**config.mk**
```make
export PLATFORM = sky130hd
export DESIGN_NAME = Control
export DESIGN_NICKNAME = d
export VERILOG_FILES = /design/src/hdl/cpuPkg.sv /design/src/hdl/isaPkg.sv /design/src/hdl/Control.sv
export SDC_FILE = /design/constraint.sdc
export NUM_CORES = 1
export LEC_CHECK = 0
export BUFFER_PORTS_ARGS = -buffer_cell sky130_fd_sc_hd__buf_4
export CORE_MARGIN = 10
export CORE_UTILIZATION = 34
export DETAILED_ROUTE_END_ITERATION = 8
export MAX_ROUTING_LAYER = met4
export PLACE_DENSITY = 0.95
export SYNTH_ARGS = -nofsm -noshare
export SYNTH_HDL_FRONTEND = slang
export SYNTH_SLANG_ARGS = --single-unit
```
**constraint.sdc**
```tcl
create_clock -name vclk -period 4
set_clock_uncertainty 0.2 [all_clocks]
set_input_delay 0.6 -clock vclk [all_inputs]
set_output_delay 0.6 -clock vclk [all_outputs]
set_load 0.01 [all_outputs]
```
**src/hdl/cpuPkg.sv**
```systemverilog
// datapath widths, ALU operations and control bundle used across the processor core
`default_nettype none

package cpuPkg;

  localparam int DATA_W    = 8;
  localparam int REG_COUNT = 16;
  localparam int REG_AW    = $clog2(REG_COUNT);  // register index width
  localparam int MEM_DEPTH = 2 ** DATA_W;        // data memory is fully addressed by a byte
  localparam int LUT_DEPTH = 32;
  localparam int LUT_AW    = $clog2(LUT_DEPTH);

  // lookup table rule: entry i holds address i * LUT_STRIDE
  localparam int LUT_STRIDE = 8;

  typedef enum logic [3:0] {
    add    = 4'd0,
    sub    = 4'd1,
    lsl    = 4'd2,
    asr    = 4'd3,
    lsr    = 4'd4,
    bitNot = 4'd5,
    bitAnd = 4'd6,
    bitOr  = 4'd7,
    mul    = 4'd8,
    passA  = 4'd15  // result is operand a
  } aluOpE;

  typedef struct packed {
    logic  regWrite;
    logic  memWrite;
    logic  branch;
    logic  halt;
    aluOpE aluOp;
  } ctrlS;

endpackage

`default_nettype wire

```
**src/hdl/isaPkg.sv**
```systemverilog
// instruction set definitions, shared by the decoder, the fetch unit and the testbench
`default_nettype none

package isaPkg;

  localparam int INSTR_W    = 9;                   // instruction word width
  localparam int IMEM_DEPTH = 256;                 // instruction memory words
  localparam int PC_W       = $clog2(IMEM_DEPTH);  // pc width

  typedef enum logic [2:0] {
    rType0 = 3'b000,  // add, sub, register load / store
    lb     = 3'b001,
    sb     = 3'b010,
    addi   = 3'b011,
    branch = 3'b100,
    move   = 3'b101,
    rType1 = 3'b110,  // shifts and not
    rType2 = 3'b111   // logic, mul, halt
  } opcodeE;

  // funct codes, one group per R-type opcode
  localparam logic [1:0] FUNCT_ADD   = 2'b00;
  localparam logic [1:0] FUNCT_SUB   = 2'b01;
  localparam logic [1:0] FUNCT_LOAD  = 2'b10;
  localparam logic [1:0] FUNCT_STORE = 2'b11;
  localparam logic [1:0] FUNCT_LSL   = 2'b00;
  localparam logic [1:0] FUNCT_ASR   = 2'b01;
  localparam logic [1:0] FUNCT_LSR   = 2'b10;
  localparam logic [1:0] FUNCT_NOT   = 2'b11;
  localparam logic [1:0] FUNCT_AND   = 2'b00;
  localparam logic [1:0] FUNCT_OR    = 2'b01;
  localparam logic [1:0] FUNCT_MUL   = 2'b10;
  localparam logic [1:0] FUNCT_HALT  = 2'b11;

  typedef struct packed {
    opcodeE     opcode;
    logic [1:0] funct;
    logic [3:0] rd;     // destination, or source of a register store
  } rViewS;

  typedef struct packed {
    opcodeE     opcode;
    logic [4:0] immed;  // lut index or addi constant
    logic       sel;    // picks R0 or R1
  } iViewS;

  typedef union packed {
    rViewS rView;
    iViewS iView;
  } instrU;

endpackage

`default_nettype wire
```
**src/hdl/Control.sv**
```systemverilog
// instruction decoder, drives control signals and the datapath muxes of the core
`timescale 1ns/100ps
`default_nettype none

module Control (
  input  isaPkg::instrU                instr,
  input  logic [cpuPkg::DATA_W-1:0]    datA,
  input  logic [cpuPkg::DATA_W-1:0]    datB,
  input  logic [cpuPkg::DATA_W-1:0]    memOut,
  input  logic [cpuPkg::DATA_W-1:0]    lutOut,
  input  logic [cpuPkg::DATA_W-1:0]    aluResult,
  output cpuPkg::ctrlS                 ctrl,
  output logic [cpuPkg::REG_AW-1:0]    regA,
  output logic [cpuPkg::REG_AW-1:0]    regB,
  output logic [cpuPkg::REG_AW-1:0]    wrAddr,
  output logic [cpuPkg::DATA_W-1:0]    datIn,
  output logic [cpuPkg::DATA_W-1:0]    memIn,
  output logic [cpuPkg::DATA_W-1:0]    memAddr,
  output logic [cpuPkg::DATA_W-1:0]    aluA,
  output logic [cpuPkg::DATA_W-1:0]    aluB,
  output logic [cpuPkg::LUT_AW-1:0]    lutIdx
);

  logic memToReg;  // write back memory data instead of alu result
  logic aluSrc;    // immediate as second alu operand
  logic memSrc;    // address from lookup table instead of R0

  always_comb begin
    ctrl.regWrite = 1'b1;
    ctrl.memWrite = 1'b0;
    ctrl.branch   = 1'b0;
    ctrl.halt     = 1'b0;
    ctrl.aluOp    = cpuPkg::passA;
    regA          = '0;  // R0
    regB          = cpuPkg::REG_AW'(1);  // R1
    wrAddr        = instr.rView.rd;
    memToReg      = 1'b0;
    aluSrc        = 1'b0;
    memSrc        = 1'b0;

    case (instr.rView.opcode)
      isaPkg::rType0: begin
        case (instr.rView.funct)
          isaPkg::FUNCT_ADD:  ctrl.aluOp = cpuPkg::add;
          isaPkg::FUNCT_SUB:  ctrl.aluOp = cpuPkg::sub;
          isaPkg::FUNCT_LOAD: memToReg = 1'b1;  // rd = mem[R0]
          isaPkg::FUNCT_STORE: begin
            regB          = instr.rView.rd;  // store data comes from rd
            ctrl.memWrite = 1'b1;
            ctrl.regWrite = 1'b0;
          end
        endcase
      end
      isaPkg::lb: begin
        wrAddr   = {3'b0, instr.iView.sel};
        memSrc   = 1'b1;
        memToReg = 1'b1;
      end
      isaPkg::sb: begin
        regB          = {3'b0, instr.iView.sel};
        memSrc        = 1'b1;
        ctrl.memWrite = 1'b1;
        ctrl.regWrite = 1'b0;
      end
      isaPkg::addi: begin
        wrAddr     = '0;
        aluSrc     = 1'b1;
        ctrl.aluOp = cpuPkg::add;
      end
      isaPkg::branch: begin
        ctrl.branch   = 1'b1;  // fetch tests R0 on datA
        ctrl.regWrite = 1'b0;
      end
      isaPkg::move: begin
        // source in bits 4..1, destination select in bit 5
        regA   = instr.iView.immed[3:0];
        wrAddr = {3'b0, instr.iView.immed[4]};
      end
      isaPkg::rType1: begin
        case (instr.rView.funct)
          isaPkg::FUNCT_LSL: ctrl.aluOp = cpuPkg::lsl;
          isaPkg::FUNCT_ASR: ctrl.aluOp = cpuPkg::asr;
          isaPkg::FUNCT_LSR: ctrl.aluOp = cpuPkg::lsr;
          isaPkg::FUNCT_NOT: ctrl.aluOp = cpuPkg::bitNot;
        endcase
      end
      isaPkg::rType2: begin
        case (instr.rView.funct)
          isaPkg::FUNCT_AND: ctrl.aluOp = cpuPkg::bitAnd;
          isaPkg::FUNCT_OR:  ctrl.aluOp = cpuPkg::bitOr;
          isaPkg::FUNCT_MUL: ctrl.aluOp = cpuPkg::mul;
          isaPkg::FUNCT_HALT: begin
            ctrl.halt     = 1'b1;  // no side effects while halted
            ctrl.regWrite = 1'b0;
          end
        endcase
      end
    endcase
  end

  assign lutIdx  = instr.iView.immed;
  assign aluA    = datA;
  assign aluB    = aluSrc ? cpuPkg::DATA_W'(instr.iView.immed) : datB;
  assign memAddr = memSrc ? lutOut : datA;
  assign memIn   = datB;
  assign datIn   = memToReg ? memOut : aluResult;

endmodule

`default_nettype wire

```
Word-level counts from Yosys, hierarchy flattened
Cells that the tools add are included.
W data, S select, Z words.
{"block": "op_classes", "n_eq_ne": 10, "mux": 22, "n_reduce_logical": 4}
{"op": "$pmux W4 S4", "n": 2}
{"op": "$mux W8", "n": 3}
{"op": "$pmux W4 S3", "n": 2}
{"op": "$pmux W4 S2", "n": 2}
{"op": "$eq A3 B3 Y1 const B", "n": 4}
{"op": "$mux W4", "n": 2}
{"op": "$mux W1", "n": 7}
{"op": "$eq A3 B2 Y1 const B", "n": 2}
{"op": "$eq A2 B2 Y1 const B", "n": 2}
{"op": "$pmux W1 S2", "n": 2}
{"op": "$reduce_or A2 Y1", "n": 2}
{"op": "$eq A3 B1 Y1 const B", "n": 1}
{"op": "$logic_not A3 Y1", "n": 1}
{"op": "$pmux W1 S3", "n": 1}
{"op": "$eq A2 B1 Y1 const B", "n": 1}
{"op": "$logic_not A2 Y1", "n": 1}
{"op": "$mux W2", "n": 1}
{"block": "word_totals", "register_bits": 0, "in_bits": 49, "wordCells": 36}

Logic depth before layout (Yosys ltp)
Gate-level depths: netlist of the first run.
{"block": "depth", "word_depth": 4, "ltp_mapped": 5, "mapped_depth_nobuf": 3}

Least setup slack after synthesis of the first run
OpenSTA, ideal clock, no wires.
{"block": "synth_timing", "path_kind": "input-to-output", "startpoint": "input instr[5] (netlist bit)", "endpoint": "output datIn[0] (netlist bit)", "arrival_time_ps": 1485, "required_time_ps": 3200, "path_slack_ps": 1715, "cell_stages": 4, "path_buffers": 1, "cell_sequence": "buf_2 -> nor2b_4 -> o21ai_4 -> mux2_2"}
{"block": "synth_between", "elab_chain_cells": 4}
{"element": "start, declared", "line_no": "Control.sv:6", "rtl": "input isaPkg::instrU instr,"}
{"element": "$eq A2 B2 Y1", "line_no": "Control.sv:43", "rtl": "case (instr.rView.funct)"}
{"element": "$mux W1", "line_no": "Control.sv:43"}
{"element": "$pmux W1 S2", "line_no": "Control.sv:41", "rtl": "case (instr.rView.opcode)"}
{"element": "$mux W8", "line_no": "Control.sv:106", "rtl": "assign datIn = memToReg ? memOut : aluResult;"}
{"element": "end, declared", "line_no": "Control.sv:16", "rtl": "output logic [cpuPkg::DATA_W-1:0] datIn,"}
Every way passes these cells.

Final worst setup path of the first run
{"block": "layout_timing", "startpoint": "input instr[6] (netlist bit)", "endpoint": "output memAddr[3] (netlist bit)"}
{"block": "layout_between", "elab_chain_cells": 4}
{"element": "$eq A3 B2 Y1 / $eq A3 B1 Y1 (equally long branches)", "line_no": "Control.sv:41"}
{"element": "$reduce_or A2 Y1 (no source line) (*)"}
{"element": "$mux W1 (*)", "line_no": "Control.sv:41"}
{"element": "$mux W8 (*)", "line_no": "Control.sv:104", "rtl": "assign memAddr = memSrc ? lutOut : datA;"}
{"element": "end, declared", "line_no": "Control.sv:18", "rtl": "output logic [cpuPkg::DATA_W-1:0] memAddr,"}
Mark *: on every way between the ends. The rest lies on a longest branch, timed or not.

==> results of run 1 <==
power by group through the flow:
stage               sequential, mW  combinational [mW]  clock (mW)
global placement                 0               0.185           0
CTS                              0               0.190           0
floorplan                        0              0.0954           0
detailed placement               0               0.189           0
global route                     0               0.201           0
finish                           0               0.188           0
synth_stat cells:
master    number  area [um2]
o21ai_4        1        16.3
or3_1          1        6.26
nor3_1         1        5.00
nand2_1        6        22.5
a21oi_1        6        30.0
buf_4         22         165
mux2_2        21         236
or4_1          1        7.51
nor2b_4        1        13.8
nor3b_1        1        7.51
and2_1        10        62.6
inv_1          1        3.75
nor4_1         2        12.5
o31a_1         1        8.76
a21boi_0       3        22.5
nand3_1        1        5.00
nor2b_1        1        6.26
a21o_1         1        7.51
or2_4          1        8.76
o21ai_0        3        15.0
nor2_4         1        11.3
o22a_1         1        8.76
a22o_1         2        17.5
a31o_2         1        8.76
xnor2_1        1        8.76
nor2_1         4        15.0
buf_6          2        22.5
nand3_2        1        10.0
buf_2          5        25.0
layout make-up:
type | instances | area (um2)
fill | 196 | 743
inverter | 1 | 3.75
multi-input combinational | 73 | 574
tap | 28 | 35.0
timing repair buffer | 114 | 856
cells by family (layout without fill, tap and decap cells):
logic type	Yosys count	in the layout
AND/OR/NAND/NOR	32	32
buffers and inverters	30	115
multiplexers	21	21
AO/OA/AOI/OAI	19	19
XOR/XNOR	1	1
layer usage:
layer	vias up	track usage (%)
met3	4	2.61
met4	0	2.01
met5	-	-
li1	509	-
met1	446	14.4
met2	50	30.0
how the worst max path moves through the flow:
| stage | to | cells after the start |
|---|---|---|
| floorplan | datIn[0] | 4 |
| global placement | memAddr[3] | 5 |
| CTS | memAddr[1] | 5 |
| finish | memAddr[3] | 5 |
| global route | regA[2] | 5 |
| detailed placement | memAddr[1] | 5 |
stage by stage:
stage               setup WS (ns)  hold WS (ns)  util (%)  area (um2)  std cells
floorplan                    1.72          1.09         -         791        103
global route                 1.44          1.20      66.4        1470        216
CTS                          1.51          1.19      66.4        1470        216
detailed placement           1.52          1.19      66.4        1470        216
finish                       1.51          1.19      66.4        1470        216
global placement             1.54          1.19      66.4        1470        216
==> impl_metrics.py, run 1 <==
metrics = {
    "status": {
        "outcome": "finished, final reports clean",
    },
    "setup_path": {
        "start_kind": "primary input",
        "critPathTopFamily": "multiplexers",
        "critPathKind": "in -> out",
        "critPathRequiredTime_ns": 3.20,
        "crit_fanout": 20,
        "crit_path_start": "instr[6]",
        "slowest_stage": "mux2_2",
        "cp-end-kind": "output port",
        "arrival_ns": 1.69,
        "critPathBufInv": 2,
        "cp_common_cell": "buf_4",
        "slowest_delay_ns": 0.37,
        "crit_chain": "buf_4, xnor2_1, nor2_4, mux2_2, buf_4",
    },
    "power": {
        "p_sw_mw": 0.0817,
        "powerDensity_mw_per_mm2": 128,
        "peakVddDrop_uv": 76.7,
        "p_leak_nw": 0.760,
        "p_sw_share_pct": 43.5,
        "seqPwrFrac_pct": 0,
        "total_power_mw": 0.188,
        "p_int_mw": 0.106,
        "combPwrFrac_pct": 100.0,
        "clkPwrFrac_pct": 0,
    },
    "job": {
        "maxCapViolations": 0,
    },
    "cts": {
        "cts.repair.resized": 0,
        "cts_hold_buf": 0,
        "postCtsSetupBuffers": 0,
    },
    "floorplan": {
        "initial_core_util_pct": 35.7,
        "dieArea_mm2": 0.00465,
        "die_h_um": 68.2,
        "rows": 17,
        "core_mm2": 0.00221,
        "num_io_pins": 114,
        "die_x_um": 68.2,
    },
    "logic_synthesis": {
        "synth_top_family_by_area": "multiplexers",
        "synth_fp_nets": 152,
        "ys_seq_area_share_pct": 0,
        "syn_inst": 103,
        "synthAdderAreaFrac_pct": 0,
        "synth.distinct_cells": 29,
        "synth-simple-area-share_pct": 24.5,
        "syn-cell-area_um2": 791,
        "avgSynthCellArea_um2": 7.68,
        "yosysWarnings": 0,
        "synthMuxAreaShare_pct": 29.9,
        "synth_compound_area_share_pct": 17.1,
        "synthXorXnorAreaFrac_pct": 1.11,
    },
    "placed_design": {
        "hpwlAfterDp_um": 3600,
        "place_congestion": 0.939,
        "portBuffers": 114,
    },
    "global_route": {
        "grt_max_degree": 21,
        "grt_antenna_before_repair": 0,
        "grt_pass1_wl_um": 5320,
        "overflow": 0,
        "grt_pass1_vias": 1029,
        "grtUsageTotal_pct": 14.8,
    },
    "routing": {
        "routed_wl_um": 4080,
        "vias": 1009,
        "drc_errors": 0,
        "wl_met2_um": 2260,
        "dr.pass1.iters": 4,
        "drt_iter0_markers": 18,
        "routedWlPerCell_um": 18.9,
        "top_layer_used": "met4",
        "ant_nets": 0,
        "wl_met3_um": 402,
        "via_per_inst": 4.67,
        "wl_met1_um": 1370,
    },
    "sta": {
        "rsz0062_at_grt": "no",
        "maxSlewHeadroom_pct": 73.5,
        "min_period_ns": 2.49,
        "slew_viol_final": 0,
        "tns_ns": 0,
        "fmax_ghz": 0.401,
        "tightest_slew_ns": 0.397,
        "hold_viol_final": 0,
        "setup_viol": 0,
        "period_share_pct": 62.4,
    },
    "min_path": {
        "worstHoldPathType": "in -> out",
        "hold_start": "datB[7]",
        "holdPathEnd": "memIn[7]",
        "worstHoldPathCells": 2,
    },
    "cells_and_area": {
        "antennaDiodeCount": 0,
        "syn2layout_area_growth_pct": 85.8,
        "clock_buffers": 0,
        "final_cell_mix": "buf_4 (114), mux2_2 (21), and2_1 (10)",
        "final_nets": 239,
        "regArea_um2": 0,
        "layout_commonest_cell": "buf_4",
        "drive_above_1_share_pct": 75.0,
        "seq_cells": 0,
    },
}
Note: power is estimated with default switching activity, not from simulation.
==> run 2: changes to the inputs <==
--- a/config.mk
+++ b/config.mk
@@ -5,9 +5,10 @@
 export SDC_FILE = /design/constraint.sdc
 export NUM_CORES = 1
 export LEC_CHECK = 0
+export ABC_AREA = 1
 export BUFFER_PORTS_ARGS = -buffer_cell sky130_fd_sc_hd__buf_4
 export CORE_MARGIN = 10
-export CORE_UTILIZATION = 34
+export CORE_UTILIZATION = 33
 export DETAILED_ROUTE_END_ITERATION = 8
 export MAX_ROUTING_LAYER = met4
 export PLACE_DENSITY = 0.95
==> constraint.sdc (replaced) <==
create_clock -name vclk -period 2.5
set_clock_uncertainty 0.2 [all_clocks]
set_input_delay 0.375 -clock vclk [all_inputs]
set_output_delay 0.375 -clock vclk [all_outputs]
set_load 0.01 [all_outputs]
==> run 2 against run 1 <==
Net effect: die area is 5.6% higher; setup slack worse by 0.87 ns; critical path depth is 3 higher; synthesized area is 4.7% higher; sequential share of layout area stayed put; flip-flop and latch count stayed put; global-route usage is 0.25 points lower; non-clock buffer count stayed put; power is 68% higher; utilization is 3.2 points lower; critical endpoint is now datIn[0]; largest cell class unchanged.
==> impl_metrics.py, run 2 <==
metrics = {
    "floorplan": {
        "die_h_um": 70.1,
        "initial_core_util_pct": 34.1,
        "dieArea_mm2": 0.00491,
        "num_io_pins": 114,
        "die_x_um": 70.1,
        "rows": 18,
        "core_mm2": 0.00243,
    },
    "global_route": {
        "grtUsageTotal_pct": 14.6,
        "grt_max_degree": 13,
        "overflow": 0,
        "grt_antenna_before_repair": 0,
        "grt_pass1_wl_um": 6110,
        "grt_pass1_vias": 1355,
    },
    "sta": {
        "setup_ws_ns": 0.634,
        "period_share_pct": 74.6,
        "tightest_slew_ns": 0.225,
        "hold_viol_final": 0,
        "maxSlewHeadroom_pct": 84.8,
        "setup_viol": 0,
        "rsz0062_at_grt": "no",
        "slew_viol_final": 0,
        "fmax_ghz": 0.536,
        "min_period_ns": 1.87,
        "tns_ns": 0,
    },
    "job": {
        "maxCapViolations": 0,
    },
    "routing": {
        "dr.pass1.iters": 4,
        "routedWlPerCell_um": 14.1,
        "drc_errors": 0,
        "via_per_inst": 4.67,
        "vias": 1270,
        "ant_nets": 0,
        "routed_wl_um": 3830,
        "drt_iter0_markers": 29,
    },
    "setup_path": {
        "critPathRequiredTime_ns": 1.92,
        "critPathTopFamily": "simple AND/OR/NAND/NOR gates",
        "path_depth": 8,
        "crit_fanout": 10,
        "crit_path_start": "instr[8]",
        "slowest_delay_ns": 0.21,
        "cp-end-kind": "output port",
        "critPathKind": "in -> out",
        "arrival_ns": 1.29,
        "start_kind": "primary input",
        "crit_chain": "buf_4, nor2_4, nand2_8, nand2_8, inv_8, nand2_2, nand2_2, buf_4",
        "crit_end": "datIn[0]",
        "critPathBufInv": 3,
        "slowest_stage": "nor2_4",
    },
    "cells_and_area": {
        "final_nets": 293,
        "final_cell_mix": "buf_4 (114), nand2_1 (41), nor2_1 (20)",
        "antennaDiodeCount": 0,
        "seq_cells": 0,
        "layout_commonest_cell": "buf_4",
        "drive_above_1_share_pct": 58.7,
        "syn2layout_area_growth_pct": 85.6,
        "clock_buffers": 0,
        "regArea_um2": 0,
    },
    "logic_synthesis": {
        "syn_inst": 152,
        "synth_top_area_share_pct": 20.8,
        "synthTopCellsByCount": "nand2_1 (41), buf_4 (23), nor2_1 (20)",
        "yosysWarnings": 0,
        "synth_fp_nets": 201,
        "yosysMostFrequentCell": "nand2_1",
        "yosys.area.top_type": "buf_4",
        "ys_top_cells_by_area": "buf_4 (21%), nand2_1 (19%), nand2_2 (13%)",
        "synth.distinct_cells": 19,
        "ys_seq_area_share_pct": 0,
        "syn-cell-area_um2": 828,
        "avgSynthCellArea_um2": 5.45,
    },
    "cts": {
        "postCtsSetupBuffers": 0,
        "cts.repair.resized": 0,
        "cts_hold_buf": 0,
    },
    "power": {
        "total_power_mw": 0.316,
        "p_leak_nw": 0.929,
        "powerDensity_mw_per_mm2": 205,
        "peakVddDrop_uv": 134,
    },
    "status": {
        "outcome": "finished, final reports clean",
    },
    "min_path": {
        "worstHoldPathType": "in -> out",
        "hold_start": "datB[5]",
        "worstHoldPathCells": 2,
    },
    "placed_design": {
        "place_congestion": 0.845,
        "hpwlAfterDp_um": 3500,
        "portBuffers": 114,
        "dp_slack_ns": 0.628,
    },
}
-- run 2: changes by cell type after synthesis, moves of 11 or more --
cell,previous run,this run
inv_1,1,12
mux2_2,21,0
nand2_1,6,41
nand2_2,0,17
nand3_1,1,19
nor2_1,4,20
-- run 2: worst min path at each step --
stage,endpoint,slack (ns)
after floorplan,aluB[5],0.64
after global placement,memIn[7],0.74
after global routing,aluA[5],0.74
after detailed placement,aluA[5],0.74
final,memIn[5],0.74
after CTS,memIn[5],0.74
-- run 2: layout make-up --
cell class / instances / area (um2)
Fill cell: 227 / 895
Multi-Input combinational cell: 113 / 581
Timing Repair Buffer: 114 / 856
Tap cell: 30 / 37.5
Inverter: 15 / 63.8
-- run 2: per-stage QoR --
| step | cell area (um2) | util, % | hold slack (ns) | cells |
|---|---|---|---|---|
| 2_1_floorplan | 828 | - | 0.637 | 152 |
| 3_3_place_gp | 1540 | 63.2 | 0.739 | 272 |
| 3_5_place_dp | 1540 | 63.2 | 0.740 | 272 |
| 4_1_cts | 1540 | 63.2 | 0.740 | 272 |
| 5_1_grt | 1540 | 63.2 | 0.743 | 272 |
| 6_report | 1540 | 63.2 | 0.739 | 272 |
-- run 2: routing by layer --
| metal | wire (um) | vias up | GRT usage, % |
|---|---|---|---|
| met4 | 48 | 0 | 1.97 |
| li1 | - | 637 | - |
| met3 | 358 | 6 | 3.95 |
| met5 | 0 | - | - |
| met2 | 1850 | 83 | 25.3 |
| met1 | 1570 | 544 | 16.7 |
-- run 2: kinds of logic after synthesis --
family,count (synthesis),share of synthesized area (%)
compound gates,6,3.93
simple gates,107,66.2
buf+inv,39,29.9
-- run 2: power by group --
part | leakage (nW) | switching, mW | total, mW | internal, mW
logic | 0.929 | 0.153 | 0.316 | 0.163
clock network | 0 | 0 | 0 | 0
registers | 0 | 0 | 0 | 0
==> run 3: changes to the inputs <==
--- a/config.mk
+++ b/config.mk
@@ -8,10 +8,10 @@
 export ABC_AREA = 1
 export BUFFER_PORTS_ARGS = -buffer_cell sky130_fd_sc_hd__buf_4
 export CORE_MARGIN = 10
-export CORE_UTILIZATION = 33
+export CORE_UTILIZATION = 29
 export DETAILED_ROUTE_END_ITERATION = 8
 export MAX_ROUTING_LAYER = met4
-export PLACE_DENSITY = 0.95
+export PLACE_DENSITY = 0.9
 export SYNTH_ARGS = -nofsm -noshare
 export SYNTH_HDL_FRONTEND = slang
 export SYNTH_SLANG_ARGS = --single-unit
==> constraint.sdc (replaced) <==
create_clock -name vclk -period 1.7
set_clock_uncertainty 0.2 [all_clocks]
set_input_delay 0.255 -clock vclk [all_inputs]
set_output_delay 0.255 -clock vclk [all_outputs]
set_load 0.01 [all_outputs]
==> run 3 against run 2 <==
Net effect: global-route usage is 2.2 points lower; wire length is 3.0% lower; critical path type unchanged; first-iteration DRC count is 48% higher; combinational power is 47% higher; non-clock buffer count stayed put; count of clock-buffer cells in the layout stayed put; via count is 2.6% lower.
==> impl_metrics.py, run 3 (synthesis results as in run 2) <==
metrics = {
    "setup_path": {
        "crit_fanout": 9,
        "critPathKind": "in -> out",
        "critPathRequiredTime_ns": 1.24,
        "start_kind": "primary input",
        "arrival_ns": 1.18,
        "cp-end-kind": "output port",
    },
    "global_route": {
        "grt_pass1_wl_um": 5560,
        "grt_antenna_before_repair": 0,
        "grt_pass1_vias": 1254,
        "overflow": 0,
        "grt_max_degree": 13,
        "grtUsageTotal_pct": 12.4,
    },
    "sta": {
        "rsz0062_at_grt": "yes",
        "min_period_ns": 1.64,
        "setup_ws_ns": 0.0647,
        "maxSlewHeadroom_pct": 83.3,
        "setup_viol": 0,
        "tightest_slew_ns": 0.250,
        "period_share_pct": 96.2,
        "fmax_ghz": 0.612,
        "hold_viol_final": 0,
        "slew_viol_final": 0,
    },
    "cells_and_area": {
        "layout_commonest_cell": "buf_4",
        "multi_input_area_um2": 593,
        "regArea_um2": 0,
        "final_nets": 293,
        "clock_buffers": 0,
        "fin_util_pct": 56.8,
        "fillers": 277,
        "antennaDiodeCount": 0,
        "syn2layout_area_growth_pct": 87.3,
        "final_cell_mix": "buf_4 (114), nand2_1 (41), nor2_1 (20)",
        "drive_above_1_share_pct": 59.5,
        "finalInstanceArea_mm2": 0.00155,
        "seq_cells": 0,
        "stdcell_count": 273,
    },
    "routing": {
        "ant_nets": 0,
        "drt_iter0_markers": 43,
        "vias": 1237,
        "routed_wl_um": 3710,
        "dr.pass1.iters": 4,
        "via_per_inst": 4.53,
        "drc_errors": 0,
        "routedWlPerCell_um": 13.6,
    },
    "power": {
        "peakVddDrop_uv": 197,
        "p_leak_nw": 0.932,
        "powerDensity_mw_per_mm2": 299,
        "p_sw_mw": 0.225,
        "p_int_mw": 0.240,
        "p_sw_share_pct": 48.3,
        "seqPwrFrac_pct": 0,
        "clkPwrFrac_pct": 0,
        "combPwrFrac_pct": 100.0,
    },
    "min_path": {
        "worstHoldPathCells": 2,
        "worstHoldPathType": "in -> out",
        "holdPathEnd": "aluA[7]",
        "hold_start": "datA[7]",
    },
    "floorplan": {
        "core_mm2": 0.00273,
        "die_h_um": 73.4,
        "initial_core_util_pct": 30.3,
        "num_io_pins": 114,
        "die_x_um": 73.4,
        "rows": 19,
        "dieArea_mm2": 0.00539,
    },
    "status": {
        "outcome": "finished, final reports clean",
    },
    "cts": {
        "postCtsSetupBuffers": 0,
    },
    "placed_design": {
        "portBuffers": 114,
        "placed_area_mm2": 0.00154,
        "dp_slack_ns": 0.0236,
        "place_congestion": 0.832,
        "hpwlAfterDp_um": 3380,
        "post-place-cells": 273,
    },
    "job": {
        "maxCapViolations": 0,
    },
}
-- run 3: cell types whose count changed in the layout (fill, tap and decap cells not counted) --
cell,before,now
inv_2,2,3
nand3_1,19,18
inv_1,12,11
nand3_4,1,2
-- run 3: worst max-delay path by stage --
stage | startpoint | endpoint
2_1_floorplan | instr[7] | regB[1]
3_3_place_gp | instr[8] | regB[2]
3_5_place_dp | instr[8] | regB[2]
4_1_cts | instr[8] | regB[2]
5_1_grt | instr[8] | aluB[3]
6_report | instr[7] | regB[2]
-- run 3: repair_timing --
item | in CTS | in global routing
hold buffers | 0 | 0
setup endpoints to repair | 0 | 3
gates resized for setup | 0 | 3
hold endpoints to repair | 0 | 0
-- run 3: power groups by stage --
stage                     clock (mW)  combinational [mW]  sequential (mW)
after CTS                          0               0.469                0
after global placement             0               0.462                0
after global routing               0               0.511                0
final                              0               0.464                0
after floorplan                    0               0.229                0
after detailed placement           0               0.468                0
-- run 3: layout make-up --
class	count	area share (%)
repair buffers	114	55.2
multi-input cells	113	38.2
inverters	15	4.11
well taps	31	2.50
-- run 3: per-layer routing --
| layer | up-vias | wire length, um | track usage [%] |
|---|---|---|---|
| li1 | 636 | - | - |
| met1 | 525 | 1390 | 13.1 |
| met2 | 76 | 1810 | 22.5 |
| met3 | 0 | 503 | 4.85 |
| met4 | 0 | 0 | 0 |
| met5 | - | 0 | - |
-- run 3: critical path: stages --
cell and delay [ns]:
buf_4 0.16, nor2_4 0.21, nand2_2 0.11, inv_2 0.09
nand3_4 0.09, nor2_1 0.12, buf_4 0.14
-- run 3: through the flow --
stage	hold WS (ns)	TNS, ns	power (mW)
after floorplan	0.397	0	0.229
after global placement	0.499	0	0.462
final	0.498	0	0.464
after CTS	0.501	0	0.469
after detailed placement	0.500	0	0.468
after global routing	0.503	-0.0238	0.511
